$ cat src/mem_fabric_settings.svh
// constants shared by the memory fabric, all in the clk_8mhz domain
// region codes are address bits 31:28 of the cpu or loader bus
// the pad register block is 16 words wide, only 12 are populated

`ifndef MEM_FABRIC_SETTINGS_SVH
`define MEM_FABRIC_SETTINGS_SVH

//////////////////////////////////////////////////
// address map

`define MF_REGION_RAM    4'h0
`define MF_REGION_PAD    4'h2
`define MF_REGION_BRIDGE 4'h4
`define MF_REGION_LOAD   4'h5

// first controller register
`define MF_PAD_BASE      32'h2000_0000

//////////////////////////////////////////////////
// sizes

// 2^15 words of 32 bits, 128 KB
`define MF_RAM_AW        15
`define MF_SYNC_STAGES   3
`define MF_NUM_PADS      4

`endif

$ cat src/mem_fabric_pkg.sv
// bus and controller types for the memory fabric
// region decode lives here so the cpu side and the loader agree on it

`default_nettype none

`include "mem_fabric_settings.svh"

package mem_fabric_pkg;

  typedef logic [31:0] word_t;
  typedef logic [3:0]  strb_t;

  // word index into the cpu ram
  typedef logic [`MF_RAM_AW-1:0] ram_addr_t;

  typedef enum logic [2:0] {
    REGION_RAM,
    REGION_PAD,
    REGION_BRIDGE,
    REGION_LOAD,
    REGION_NONE
  } region_e;

  // controller words, see the key bitmap of the host
  typedef logic [15:0] key_t;
  // lstick x/y in the low half, rstick x/y in the high half
  typedef logic [31:0] joy_t;
  // ltrig in bits 7:0, rtrig in bits 15:8
  typedef logic [15:0] trig_t;

  function automatic region_e decode_region(input word_t addr);
    case (addr[31:28])
      `MF_REGION_RAM:    return REGION_RAM;
      `MF_REGION_PAD:    return REGION_PAD;
      `MF_REGION_BRIDGE: return REGION_BRIDGE;
      `MF_REGION_LOAD:   return REGION_LOAD;
      default:           return REGION_NONE;
    endcase
  endfunction

endpackage

`default_nettype wire

$ cat src/ram_port_if.sv
// shared port of the cpu ram, clk_8mhz domain
// busy is high whenever ld_we is; the cpu access is not taken that cycle
// rdata is valid one cycle after an accepted cpu_ce

`default_nettype none

interface ram_port_if;

  // cpu side request
  logic                      cpu_ce;
  mem_fabric_pkg::ram_addr_t cpu_addr;
  mem_fabric_pkg::word_t     cpu_wdata;
  mem_fabric_pkg::strb_t     cpu_wstrb;

  // loader side, full word writes only
  logic                      ld_we;
  mem_fabric_pkg::ram_addr_t ld_addr;
  mem_fabric_pkg::word_t     ld_wdata;

  // ram response
  mem_fabric_pkg::word_t     rdata;
  logic                      busy;

  modport decoder (output cpu_ce, cpu_addr, cpu_wdata, cpu_wstrb, input rdata, busy);
  modport loader (output ld_we, ld_addr, ld_wdata);
  modport ram (
    input  cpu_ce, cpu_addr, cpu_wdata, cpu_wstrb, ld_we, ld_addr, ld_wdata,
    output rdata, busy
  );

endinterface

`default_nettype wire

$ cat src/region_decoder.sv
// cpu bus decode over address bits 31:28
// ram, pad and unmapped accesses complete one cycle after valid,
// stretched by ram busy; bridge accesses end the cycle after the ack
// the cpu must hold valid, addr, wdata and wstrb until ready

`default_nettype none

`include "mem_fabric_settings.svh"

module region_decoder (
  input  wire                   clk_8mhz,
  input  wire                   rst,
  input  wire                   i_cpu_valid,
  input  mem_fabric_pkg::word_t i_cpu_addr,
  input  mem_fabric_pkg::word_t i_cpu_wdata,
  input  mem_fabric_pkg::strb_t i_cpu_wstrb,
  output mem_fabric_pkg::word_t o_cpu_rdata,
  output logic                  o_cpu_ready,
  input  mem_fabric_pkg::word_t i_pad_rdata,
  output logic [3:0]            o_pad_index,
  output logic                  o_bridge_req,
  output mem_fabric_pkg::word_t o_bridge_addr,
  output mem_fabric_pkg::word_t o_bridge_wdata,
  output mem_fabric_pkg::strb_t o_bridge_wstrb,
  input  wire                   i_bridge_ack_pulse,
  input  mem_fabric_pkg::word_t i_bridge_rdata,
  ram_port_if.decoder           ram
);

  mem_fabric_pkg::region_e region;
  mem_fabric_pkg::word_t   bridge_rdata_q;
  logic                    pad_hit;
  logic                    pending;
  logic                    local_done;
  logic                    bridge_done;

  assign region  = mem_fabric_pkg::decode_region(i_cpu_addr);
  assign pad_hit = ({i_cpu_addr[31:6], 6'b0} == `MF_PAD_BASE);

  // valid access that has not reached its ready cycle
  assign pending = i_cpu_valid && !o_cpu_ready;

  //////////////////////////////////////////////////
  // downstream requests

  assign ram.cpu_ce    = pending && (region == mem_fabric_pkg::REGION_RAM);
  assign ram.cpu_addr  = i_cpu_addr[`MF_RAM_AW+1:2];
  assign ram.cpu_wdata = i_cpu_wdata;
  assign ram.cpu_wstrb = i_cpu_wstrb;

  assign o_pad_index = i_cpu_addr[5:2];

  assign o_bridge_req   = pending && (region == mem_fabric_pkg::REGION_BRIDGE);
  assign o_bridge_addr  = i_cpu_addr;
  assign o_bridge_wdata = i_cpu_wdata;
  assign o_bridge_wstrb = i_cpu_wstrb;

  //////////////////////////////////////////////////
  // ready generation

  // unmapped and loader-only regions finish like ram
  assign local_done  = pending && !ram.busy && (region != mem_fabric_pkg::REGION_BRIDGE);
  assign bridge_done = o_bridge_req && i_bridge_ack_pulse;

  always_ff @(posedge clk_8mhz) begin
    if (rst) begin
      o_cpu_ready <= 1'b0;
    end else begin
      o_cpu_ready <= local_done || bridge_done;
    end
  end

  always_ff @(posedge clk_8mhz) begin
    if (i_bridge_ack_pulse) begin
      bridge_rdata_q <= i_bridge_rdata;
    end
  end

  //////////////////////////////////////////////////
  // read data mux

  // the address is still held in the ready cycle
  always_comb begin
    case (region)
      mem_fabric_pkg::REGION_RAM:    o_cpu_rdata = ram.rdata;
      mem_fabric_pkg::REGION_PAD:    o_cpu_rdata = pad_hit ? i_pad_rdata : '0;
      mem_fabric_pkg::REGION_BRIDGE: o_cpu_rdata = bridge_rdata_q;
      default:                       o_cpu_rdata = '0;
    endcase
  end

  a_ready_pulse: assert property (
    @(posedge clk_8mhz) disable iff (rst) o_cpu_ready |=> !o_cpu_ready
  );

  // the host sees one request per access
  a_bridge_req_drop: assert property (
    @(posedge clk_8mhz) disable iff (rst)
      (o_bridge_req && i_bridge_ack_pulse) |=> !o_bridge_req
  );

endmodule

`default_nettype wire

$ cat src/flat_wrapper.sv
// flat-port wrapper written by rule: the top's interface ports become plain ports
module region_decoder_flat 
  (clk_8mhz, rst, i_cpu_valid, i_cpu_addr, i_cpu_wdata, i_cpu_wstrb, o_cpu_rdata, o_cpu_ready, i_pad_rdata, o_pad_index, o_bridge_req, o_bridge_addr, o_bridge_wdata, o_bridge_wstrb, i_bridge_ack_pulse, i_bridge_rdata, ram_cpu_ce, ram_cpu_addr, ram_cpu_wdata, ram_cpu_wstrb, ram_rdata, ram_busy);
  ram_port_if ram_i ();
  input  wire clk_8mhz;
  input  wire rst;
  input  wire i_cpu_valid;
  input  mem_fabric_pkg::word_t i_cpu_addr;
  input  mem_fabric_pkg::word_t i_cpu_wdata;
  input  mem_fabric_pkg::strb_t i_cpu_wstrb;
  output mem_fabric_pkg::word_t o_cpu_rdata;
  output logic o_cpu_ready;
  input  mem_fabric_pkg::word_t i_pad_rdata;
  output logic [3:0] o_pad_index;
  output logic o_bridge_req;
  output mem_fabric_pkg::word_t o_bridge_addr;
  output mem_fabric_pkg::word_t o_bridge_wdata;
  output mem_fabric_pkg::strb_t o_bridge_wstrb;
  input  wire i_bridge_ack_pulse;
  input  mem_fabric_pkg::word_t i_bridge_rdata;
  output wire logic [$bits(ram_i.cpu_ce)-1:0] ram_cpu_ce;
  output wire logic [$bits(ram_i.cpu_addr)-1:0] ram_cpu_addr;
  output wire logic [$bits(ram_i.cpu_wdata)-1:0] ram_cpu_wdata;
  output wire logic [$bits(ram_i.cpu_wstrb)-1:0] ram_cpu_wstrb;
  input wire logic [$bits(ram_i.rdata)-1:0] ram_rdata;
  input wire logic [$bits(ram_i.busy)-1:0] ram_busy;
  assign ram_cpu_ce = ram_i.cpu_ce;
  assign ram_cpu_addr = ram_i.cpu_addr;
  assign ram_cpu_wdata = ram_i.cpu_wdata;
  assign ram_cpu_wstrb = ram_i.cpu_wstrb;
  assign ram_i.rdata = ram_rdata;
  assign ram_i.busy = ram_busy;
  region_decoder u_core (.clk_8mhz(clk_8mhz), .rst(rst), .i_cpu_valid(i_cpu_valid), .i_cpu_addr(i_cpu_addr), .i_cpu_wdata(i_cpu_wdata), .i_cpu_wstrb(i_cpu_wstrb), .o_cpu_rdata(o_cpu_rdata), .o_cpu_ready(o_cpu_ready), .i_pad_rdata(i_pad_rdata), .o_pad_index(o_pad_index), .o_bridge_req(o_bridge_req), .o_bridge_addr(o_bridge_addr), .o_bridge_wdata(o_bridge_wdata), .o_bridge_wstrb(o_bridge_wstrb), .i_bridge_ack_pulse(i_bridge_ack_pulse), .i_bridge_rdata(i_bridge_rdata), .ram(ram_i));
endmodule
$ cat config.mk
export PLATFORM = sky130hd
export DESIGN_NAME = region_decoder_flat
export DESIGN_NICKNAME = d
export VERILOG_FILES = /design/src/mem_fabric_pkg.sv /design/src/ram_port_if.sv /design/src/region_decoder.sv /design/src/flat_wrapper.sv
export VERILOG_INCLUDE_DIRS = /design/src
export SDC_FILE = /design/constraint.sdc
export NUM_CORES = 1
export LEC_CHECK = 0
export BUFFER_PORTS_ARGS = -buffer_cell sky130_fd_sc_hd__buf_2
export CORE_AREA = 3 3 125 127
export DETAILED_ROUTE_END_ITERATION = 16
export DIE_AREA = 0 0 128 130
export PLACE_DENSITY = 0.6
export SLEW_MARGIN = 30
export SYNTH_ARGS = -nofsm -noshare
export SYNTH_HDL_FRONTEND = slang
export SYNTH_SLANG_ARGS = --single-unit
$ cat constraint.sdc
create_clock -name clk_8mhz -period 2.91 [get_ports clk_8mhz]
set_clock_uncertainty 0.1 [all_clocks]
set_input_delay 0.291 -clock clk_8mhz [delete_from_list [all_inputs] [get_ports clk_8mhz]]
set_output_delay 0.291 -clock clk_8mhz [all_outputs]
set_load 0.03 [all_outputs]
==> metrics, run 1 <==
global-route usage over all layers=0.116; Clk network pwr share=0.406; Clock Latency Late Sink=280 ps; TritonCTS Buffers=5; Core ar.=roughly 15,000 um^2; Layout area overhead=16.6%; commonest non-fill, non-tap cell in the layout=buf_2; switching share of power=0.264; library cells used by synthesis=18; root buf cell=clkbuf_16; Rows=44; DR pass1 iterations=4; synthesized cell area=about 2700 um^2; crit path max-delay cell type=nor4_1; Maximum Capacitance Violations=0; largest net degree at the start of global routing=34; postcts setup bufs=0; NumNets Final=527; post_cts resized=0; WS Path Type=in -> out; hold path endpoint=u_core.o_cpu_ready; critical path's top delay family=buffers and inverters; critical path buffer and inverter count=3; Syn Inst Count=~290; first-pass GRT wire length=approximately 15 mm; CTS tree=yes; die width=128 um; DRT iter0 DRCs=131; die area=approximately 17,000 um^2; most used cell, CP=buf_2; hpwl dp=between 8 and 9 mm; Via density=4.39; HP Class=in -> reg; clock-pin slew on the worst setup and hold paths=50 ps; combinational power share=0.199; routed len/inst=19.3 um; reg2reg end=u_core.o_cpu_ready; sequential power share=0.395; Bufs on Longest Clock Path=2; YS warnings=0; Vias=around 2,400; Leakage=1.36 nW; Post-CTS Hold Fix Bufs=0; crit end category=primary output; Port Buffer Count=198; initial core utilization=0.189; Final Max Tran Viols=0; Finished Cell Area=around 3200 um^2; CP Cell Sequence=buf_2 > nor4_1 > nand4_1 > buf_4 > o21ai_1 > buf_2; f_max=about 0.47 GHz; # clock sinks=33; Hold Path Origin=rst; synthesis-stage register bit count=33; post-synthesis sequential area ratio=0.358; Reg2Reg Setup Slack=between 1500 and 2000 ps; worst hold stages=2; PwrDens=between 400 and 500 nW/um^2; Startpoint Class=input port; post-route minimum period=2140 ps; most frequent cells in the layout=198 x buf_2, 33 x nand4_1, 32 x a22oi_1, 32 x o21ai_1, 32 x edfxtp_1; GPL Wtd Cong=around 0.71; Slew HR=0.655; Crit path largest cell delay=around 430 ps; syn nets=456; crit-path max FO=32; final WL=10.5 mm; P_int=~0.0011 W; top post-synthesis cells by area=edfxtp_1 35%, buf_4 34%, a22oi_1 8.8%, nand4_1 7.5%, o21ai_1 5.8%; Worst Path Required=2520 ps; Post-route DRC=0; # diodes=0; Post-Syn Area per Cell=approximately 9.6 um^2; placed cell area=3040 um^2; Boundary Pins=approximately 330; H-tree depth=2; worst slew pin tran=518 ps; Synth area leader=edfxtp_1; TNS Setup=0 ps; vias in the first global route=about 2,300; Final Hold Vio Count=0; RSZ-0062 raised after global routing=false; VDD IR-drop max=just over 0.4 mV; initial antenna violation count=1; Die Y=approximately 130 um; FF-to-FF Start=u_core.o_cpu_ready; share of layout cells above drive strength 1=0.602; number of nets still failing antenna checks after routing=0; NetSw=between 0.0003 and 0.0004 W; top-area cell type share of the netlist area=0.350; final setup vio count=0; GRT overflow=0; outcome=completed; Worst Reg-to-Reg Cells=2; Tcrit/Tclk final=0.734; Critical Path AT=around 1800 ps
-- flip-flops by register name, summed over array words and instances (netlist names) --
register / flops
u_core.o_cpu_ready: 1
u_core.bridge_rdata_q: 32
-- routing by layer --
metal	vias up	wire length, um	part of all wire	track usage
li1	1082	-	-	-
met1	1061	3230	0.31	0.112
met2	216	5440	0.52	0.210
met3	24	1570	0.15	0.0630
met4	2	218	0.021	0.0424
met5	-	13	0.0012	0
-- kinds of logic (layout without fill, tap and decap cells) --
logic type	count (synthesis)	after routing	share of synthesized area
AO/OA/AOI/OAI	65	65	0.149
buffers and inverters	141	213	0.367
flip-flops	33	33	0.358
AND/OR/NAND/NOR	48	48	0.126
-- synthesized netlist by cell type --
cell and n:
nor2_1 2, nor4_1 3, buf_2 13, o21ai_1 32, nand4_1 33, nand2_1 1
nor2b_1 1, a2111oi_0 1, dfxtp_1 1, nor4b_4 2, nand2b_1 1, clkbuf_1 5
buf_4 123, a22oi_1 32, nor3_1 1, nor3b_1 1, edfxtp_1 32, nor4_2 3
-- final cells by class --
type | instances | area, um^2
Clock buffer | 6 | 129
Tap cell | 184 | 230
Multi-Input combinational cell | 113 | 782
Timing Repair Buffer | 205 | 1040
Clock inverter | 2 | 33.8
Sequential cell | 33 | 981
Fill cell | 1645 | 11300
-- worst reg2reg max path, cell delays in order, from the launching register on --
cell	delay (ps)
dfxtp_1	300
nand2b_1	160
a2111oi_0	340
-- power groups by stage --
stage                     Sequential (W)  Clock [W]  Combinational [W]
after floorplan                 0.000581          0           0.000387
after global placement          0.000582          0           0.000290
after detailed placement        0.000584          0           0.000292
after CTS                       0.000575   0.000610           0.000293
after global routing            0.000578   0.000626           0.000311
final                           0.000575   0.000591           0.000290
-- worst max-delay path by stage --
| stage | cells after the start | end | from |
|---|---|---|---|
| 2_1_floorplan | 4 | o_cpu_rdata[0] | i_cpu_addr[19] |
| 3_3_place_gp | 6 | o_cpu_rdata[30] | i_cpu_addr[8] |
| 3_5_place_dp | 6 | o_cpu_rdata[30] | i_cpu_addr[8] |
| 4_1_cts | 6 | o_cpu_rdata[30] | i_cpu_addr[8] |
| 5_1_grt | 6 | o_cpu_rdata[30] | i_cpu_addr[8] |
| 6_report | 6 | o_cpu_rdata[30] | i_cpu_addr[8] |
-- through the flow --
| step | instances | setup slack (ps) | total power, W | util | hold WS (ps) |
|---|---|---|---|---|---|
| finish | 543 | 773 | 0.00146 | 0.220 | 71.5 |
| global route | 543 | 719 | 0.00151 | 0.220 | 78.2 |
| CTS | 543 | 781 | 0.00148 | 0.220 | 64.1 |
| detailed placement | 535 | 804 | 0.000876 | 0.209 | 364 |
| global placement | 535 | 790 | 0.000872 | 0.209 | 361 |
| floorplan | 287 | 1060 | 0.000968 | - | 274 |
Note: power is estimated with default switching activity, not from simulation.
==> inputs of run 2 (changes only) <==
--- a/config.mk
+++ b/config.mk
@@ -6,11 +6,12 @@
 export SDC_FILE = /design/constraint.sdc
 export NUM_CORES = 1
 export LEC_CHECK = 0
+export ABC_AREA = 1
 export BUFFER_PORTS_ARGS = -buffer_cell sky130_fd_sc_hd__buf_2
 export CORE_AREA = 3 3 125 127
 export DETAILED_ROUTE_END_ITERATION = 16
 export DIE_AREA = 0 0 128 130
-export PLACE_DENSITY = 0.6
+export PLACE_DENSITY = 0.63
 export SLEW_MARGIN = 30
 export SYNTH_ARGS = -nofsm -noshare
 export SYNTH_HDL_FRONTEND = slang
==> constraint.sdc (replaced) <==
create_clock -name clk_8mhz -period 2 [get_ports clk_8mhz]
set_clock_uncertainty 0.1 [all_clocks]
set_input_delay 0.2 -clock clk_8mhz [delete_from_list [all_inputs] [get_ports clk_8mhz]]
set_output_delay 0.2 -clock clk_8mhz [all_outputs]
set_load 0.03 [all_outputs]
==> metrics, run 2 <==
outcome=completed; post-synthesis sequential area ratio=0.318; post_cts resized=0; max reg flops=32; most used cell, CP=nand2_1; Leakage=2.10 nW; hpwl dp=around 9.5 mm; root buf cell=clkbuf_16; NumNets Final=~690; TNS Setup=0 ps; Final Hold Vio Count=0; Syn Inst Count=418; Worst Reg-to-Reg Cells=5; routed len/inst=between 15 and 20 um; vias in the first global route=2,581; critical path buffer and inverter count=4; Post-Syn Area per Cell=approximately 7.4 um^2; crit end category=primary output; Clock Latency Late Sink=between 200 and 300 ps; commonest non-fill, non-tap cell in the layout=buf_2; Layout area overhead=24.9%; TritonCTS Buffers=5; Post-route DRC=0; # fillers=1,642; Maximum Capacitance Violations=0; Worst Path Required=1700 ps; final WL=between 10 and 15 mm; die area=roughly 17,000 um^2; synthesis-stage register bit count=33; Top reg by flops=u_core.bridge_rdata_q; fin worst setup slack=308 ps; crit-path max FO=16; YS warnings=0; sequential cell area=between 900 and 1000 um^2; Die Y=130 um; Stages on worst setup path=10; Core ar.=about 15,000 um^2; CTS tree=yes; Boundary Pins=327; CP Cell Sequence=buf_2 > inv_1 > nand2_1 > nor2_1 > nand2_1 > nor2_4 > buf_4 > nand3_2 > nand2_1 > buf_2; Synth area leader=edfxtp_1; largest net degree at the start of global routing=33; Rows=44; Placement Setup Slack=~270 ps; # diodes=0; asr flop ratio synth=0; synthesized cell area=a little over 3000 um^2; GRT overflow=0; FF-to-FF Start=u_core.o_cpu_ready; # clock sinks=33; Crit path largest cell delay=just under 300 ps; top cells by count, synth=123 x buf_4, 111 x nand2_1, 54 x nand3_1, 35 x inv_1, 32 x edfxtp_1; VDD IR-drop max=0.484 mV; H-tree depth=2; crit path from=i_cpu_addr[23]; critical path's top delay family=buffers and inverters; DR pass1 iterations=4; library cells used by synthesis=19; initial antenna violation count=0; Vias=approximately 2,800; Critical Path Sink=o_cpu_rdata[17]; number of synthesized flops with an enable pin=32; Startpoint Class=input port; Port Buffer Count=just under 200; most frequent cell after synthesis=buf_4; final setup vio count=0; die width=approximately 130 um; Critical Path AT=roughly 1400 ps; Hold Path Origin=i_bridge_rdata[27]; top-area cell type share of the netlist area=0.311; share of layout cells above drive strength 1=0.441; most frequent cells in the layout=198 x buf_2, 111 x nand2_1, 54 x nand3_1, 35 x inv_1, 32 x edfxtp_1; Final Max Tran Viols=0; Bufs on Longest Clock Path=2; total power=between 0.002 and 0.0025 W; PwrDens=566 nW/um^2; worst slew pin tran=~450 ps; reg2reg end=u_core.o_cpu_ready; syn nets=a little under 600; top post-synthesis cells by area=edfxtp_1 31%, buf_4 30%, nand2_1 14%, nand3_1 8.8%, inv_1 4.3%; f_max=approximately 0.59 GHz; dominant synthesized flop cell=edfxtp_1; Via density=3.89; Reg2Reg Setup Slack=approximately 1100 ps; first-pass GRT wire length=between 15 and 20 mm; Slew HR=0.703; RSZ-0062 raised after global routing=false; DRT iter0 DRCs=70; Tcrit/Tclk final=0.846; crit path max-delay cell type=buf_4; post-route minimum period=1690 ps; clock-pin slew on the worst setup and hold paths=60 ps; post-layout util=0.265; HP Class=in -> reg; number of nets still failing antenna checks after routing=0; initial core utilization=0.212; multi-input logic area=between 800 and 900 um^2; GPL Wtd Cong=~0.81; global-route usage over all layers=0.123; largest registers=u_core.bridge_rdata_q x32, u_core.o_cpu_ready x1; WS Path Type=in -> out
run 2: cell count changes after synthesis, moves of 3 or more:
| cell | previous run | this run |
|---|---|---|
| a22oi_1 | 32 | 0 |
| buf_2 | 13 | 5 |
| buf_6 | 0 | 4 |
| clkinv_1 | 0 | 17 |
| inv_1 | 0 | 35 |
| nand2_1 | 1 | 111 |
| nand3_1 | 0 | 54 |
| nand3_2 | 0 | 11 |
| nand4_1 | 33 | 0 |
| nor2_1 | 2 | 11 |
| nor4_1 | 3 | 0 |
| nor4_2 | 3 | 0 |
| o21ai_1 | 32 | 0 |
run 2: final cells by class:
cell class | count | share of cell area
Inverter | 53 | 0.0516
Multi-Input combinational cell | 194 | 0.232
Sequential cell | 33 | 0.254
Tap cell | 184 | 0.0597
Clock inverter | 3 | 0.0107
Clock buffer | 5 | 0.0325
Timing Repair Buffer | 236 | 0.359
run 2: metal layers:
layer / part of all wire / GRT usage / up-vias
li1: - / - / 1375
met1: 0.33 / 0.121 / 1171
met2: 0.53 / 0.228 / 194
met3: 0.12 / 0.0536 / 15
met4: 0.017 / 0.0424 / 0
met5: 0 / 0 / -
run 2: timing repair:
action	4_1_cts	5_1_grt
hold endpoints to repair	28	0
setup endpoints to repair	0	0
hold buffers	28	0
buffers inserted	0	0
run 2: logic make-up (layout without fill, tap and decap cells):
group | after synthesis | after routing | synth area share
DFF | 33 | 33 | 0.318
AOI/OAI and AO/OA | 1 | 1 | 0.00162
and+or+nand+nor | 193 | 193 | 0.287
buffers and inverters | 191 | 297 | 0.394
run 2: worst min path at each step:
stage	slack, ps	cells past startpoint	to
2_1_floorplan	170	1	u_core.o_cpu_ready
3_3_place_gp	260	2	u_core.o_cpu_ready
3_5_place_dp	260	2	u_core.o_cpu_ready
4_1_cts	0.9	1	u_core.bridge_rdata_q[27]
5_1_grt	2	1	u_core.bridge_rdata_q[9]
6_report	10	1	u_core.bridge_rdata_q[27]
run 2: metrics by stage:
step	instances	cell area [um^2]	hold WS (ps)
after floorplan	418	3090	169
after global placement	672	3410	255
after detailed placement	672	3410	257
after CTS	708	3850	0.905
after global routing	708	3850	1.54
final	708	3850	9.51
run 2: worst reg2reg max path, stage by stage (launching register included):
cell	delay, ps
dfxtp_1	310
nor2_1	90
inv_1	70
nor2_1	130
nand2_1	60
a21oi_1	120
run 2: power by group:
part	internal, W	switching [W]
registers	0.000819	0.0000144
logic	0.000201	0.000288
clock network	0.000582	0.000277
total	0.00160	0.000579
==> inputs of run 3 (changes only) <==
==> constraint.sdc (replaced) <==
create_clock -name clk_8mhz -period 1.58 [get_ports clk_8mhz]
set_clock_uncertainty 0.1 [all_clocks]
set_input_delay 0.158 -clock clk_8mhz [delete_from_list [all_inputs] [get_ports clk_8mhz]]
set_output_delay 0.158 -clock clk_8mhz [all_outputs]
set_load 0.03 [all_outputs]
==> metrics, run 3 (synthesis gave the netlist of run 2 again) <==
outcome=complete, but fails checks; failing checks=setup timing; Via density=4.01; die area=16,600 um^2; Placed Instances=between 600 and 700; Critical Path AT=1320 ps; commonest non-fill, non-tap cell in the layout=buf_2; CTS tree=yes; Boundary Pins=327; Core ar.=~15,000 um^2; Leakage=2.21 nW; Startpoint Class=input port; largest registers=u_core.bridge_rdata_q x32, u_core.o_cpu_ready x1; largest net degree at the start of global routing=34; routed len/inst=between 15 and 20 um; CP Cell Sequence=buf_6 > nor2_1 > and2_4 > nand2_2 > nor2_4 > buf_12 > clkbuf_16 > nand3_2 > nand2_2 > buf_6; Reg2Reg Setup Slack=around 620 ps; FF-to-FF Start=u_core.o_cpu_ready; Slew HR=0.869; final setup vio count=1; # diodes=0; Maximum Capacitance Violations=0; Final Max Tran Viols=0; most frequent cells in the layout=160 x buf_2, 87 x nand2_1, 36 x nand3_1, 33 x dlygate4sd3_1; GPL Wtd Cong=0.846; number of nets still failing antenna checks after routing=0; Port Buffer Count=between 150 and 200; crit end category=primary output; Critical Path Sink=o_cpu_rdata[11]; vias in the first global route=2,605; DRT iter0 DRCs=100; crit path from=i_cpu_addr[19]; GRT overflow=0; initial antenna violation count=0; initial core utilization=0.212; fin worst setup slack=-0.829 ps; Tcrit/Tclk final=1.00; H-tree depth=2; Finished Layout Cells=721; global-route usage over all layers=0.123; NumNets Final=706; PwrDens=596 nW/um^2; Crit path largest cell delay=170 ps; WS Path Type=in -> out; hpwl dp=around 9.4 mm; f_max=0.633 GHz; die width=~130 um; root buf cell=clkbuf_16; hold slack=roughly 36 ps; Bufs on Longest Clock Path=2; share of layout cells above drive strength 1=0.534; Clock Latency Late Sink=around 270 ps; Post-route DRC=0; Rows=44; # clock sinks=33; HP Class=in -> reg; crit-path max FO=8; worst slew pin tran=about 200 ps; crit path max-delay cell type=clkbuf_16; DR pass1 iterations=4; TritonCTS Buffers=5; Worst Reg-to-Reg Cells=5; max reg flops=32; Top reg by flops=u_core.bridge_rdata_q; clock-pin slew on the worst setup and hold paths=50 ps; first-pass GRT wire length=roughly 15 mm; Worst Path Required=between 1000 and 1500 ps; VDD IR-drop max=0.517 mV; Vias=between 2,000 and 3,000; post-route minimum period=approximately 1600 ps; final WL=between 10 and 15 mm; reg2reg end=u_core.o_cpu_ready; Layout area overhead=44.4%; Die Y=~130 um; Final Hold Vio Count=0
-- run 3: cell types whose count changed in the layout (fill, tap and decap cells not counted), sizes merged --
cell         delta
clkbuf          +4
buf             +6
clkinvlp        -1
dlygate4sd3     +5
bufinv          -1
-- run 3: through the flow --
stage | worst slack, ps | power (W) | setup TNS, ps | utilization | cell area [um^2]
floorplan | 88.9 | 0.00181 | 0 | - | 3090
global placement | 14.2 | 0.00166 | 0 | 0.241 | 3500
detailed placement | 23.0 | 0.00166 | 0 | 0.241 | 3500
CTS | 17.8 | 0.00264 | 0 | 0.272 | 3960
global route | -65.4 | 0.00280 | -554 | 0.307 | 4460
finish | -0.829 | 0.00266 | -0.829 | 0.307 | 4460
-- run 3: timing repair --
item | CTS | global route
endpoints found under the setup margin | 0 | 32
setup buffers | 0 | 1
endpoints found under the hold margin | 33 | 0
resized for setup | 0 | 155
hold buffers | 33 | 0
-- run 3: worst max-delay path: cells and delay by family --
family,cells,cell delay (ps)
AND/OR/NAND/NOR,6,630
buffers and inverters,4,530
-- run 3: power by group --
group	switching [W]	total, W	internal (W)
clock network	0.000319	0.000887	0.000569
logic	0.000396	0.000715	0.000319
registers	0.0000178	0.00106	0.00104
total	0.000733	0.00266	0.00193
-- run 3: worst min-delay path by stage --
stage,end,cells past startpoint,slack [ps],from
2_1_floorplan,u_core.o_cpu_ready,1,130,rst
3_3_place_gp,u_core.o_cpu_ready,2,210,rst
3_5_place_dp,o_bridge_addr[1],0,220,i_cpu_addr[1]
4_1_cts,u_core.o_cpu_ready,4,30,ram_busy
5_1_grt,u_core.o_cpu_ready,4,50,ram_busy
6_report,u_core.o_cpu_ready,4,40,ram_busy
-- run 3: routing by layer --
metal / wire, um / GRT usage / share of wire / vias to the layer above
met5: 125 / 0.0500 / 0.010 / -
met4: 261 / 0.0418 / 0.021 / 2
met3: 1270 / 0.0458 / 0.10 / 20
met2: 6580 / 0.221 / 0.54 / 207
met1: 3940 / 0.129 / 0.32 / 1256
li1: - / - / - / 1404
-- run 3: final cells by class --
class,count,area [um^2]
Clock buffer,6,129
Sequential cell,33,981
Fill cell,1535,10100
Clock inverter,1,3.75
Timing Repair Buffer,250,1840
Inverter,53,201
Multi-Input combinational cell,194,1070
Tap cell,184,230
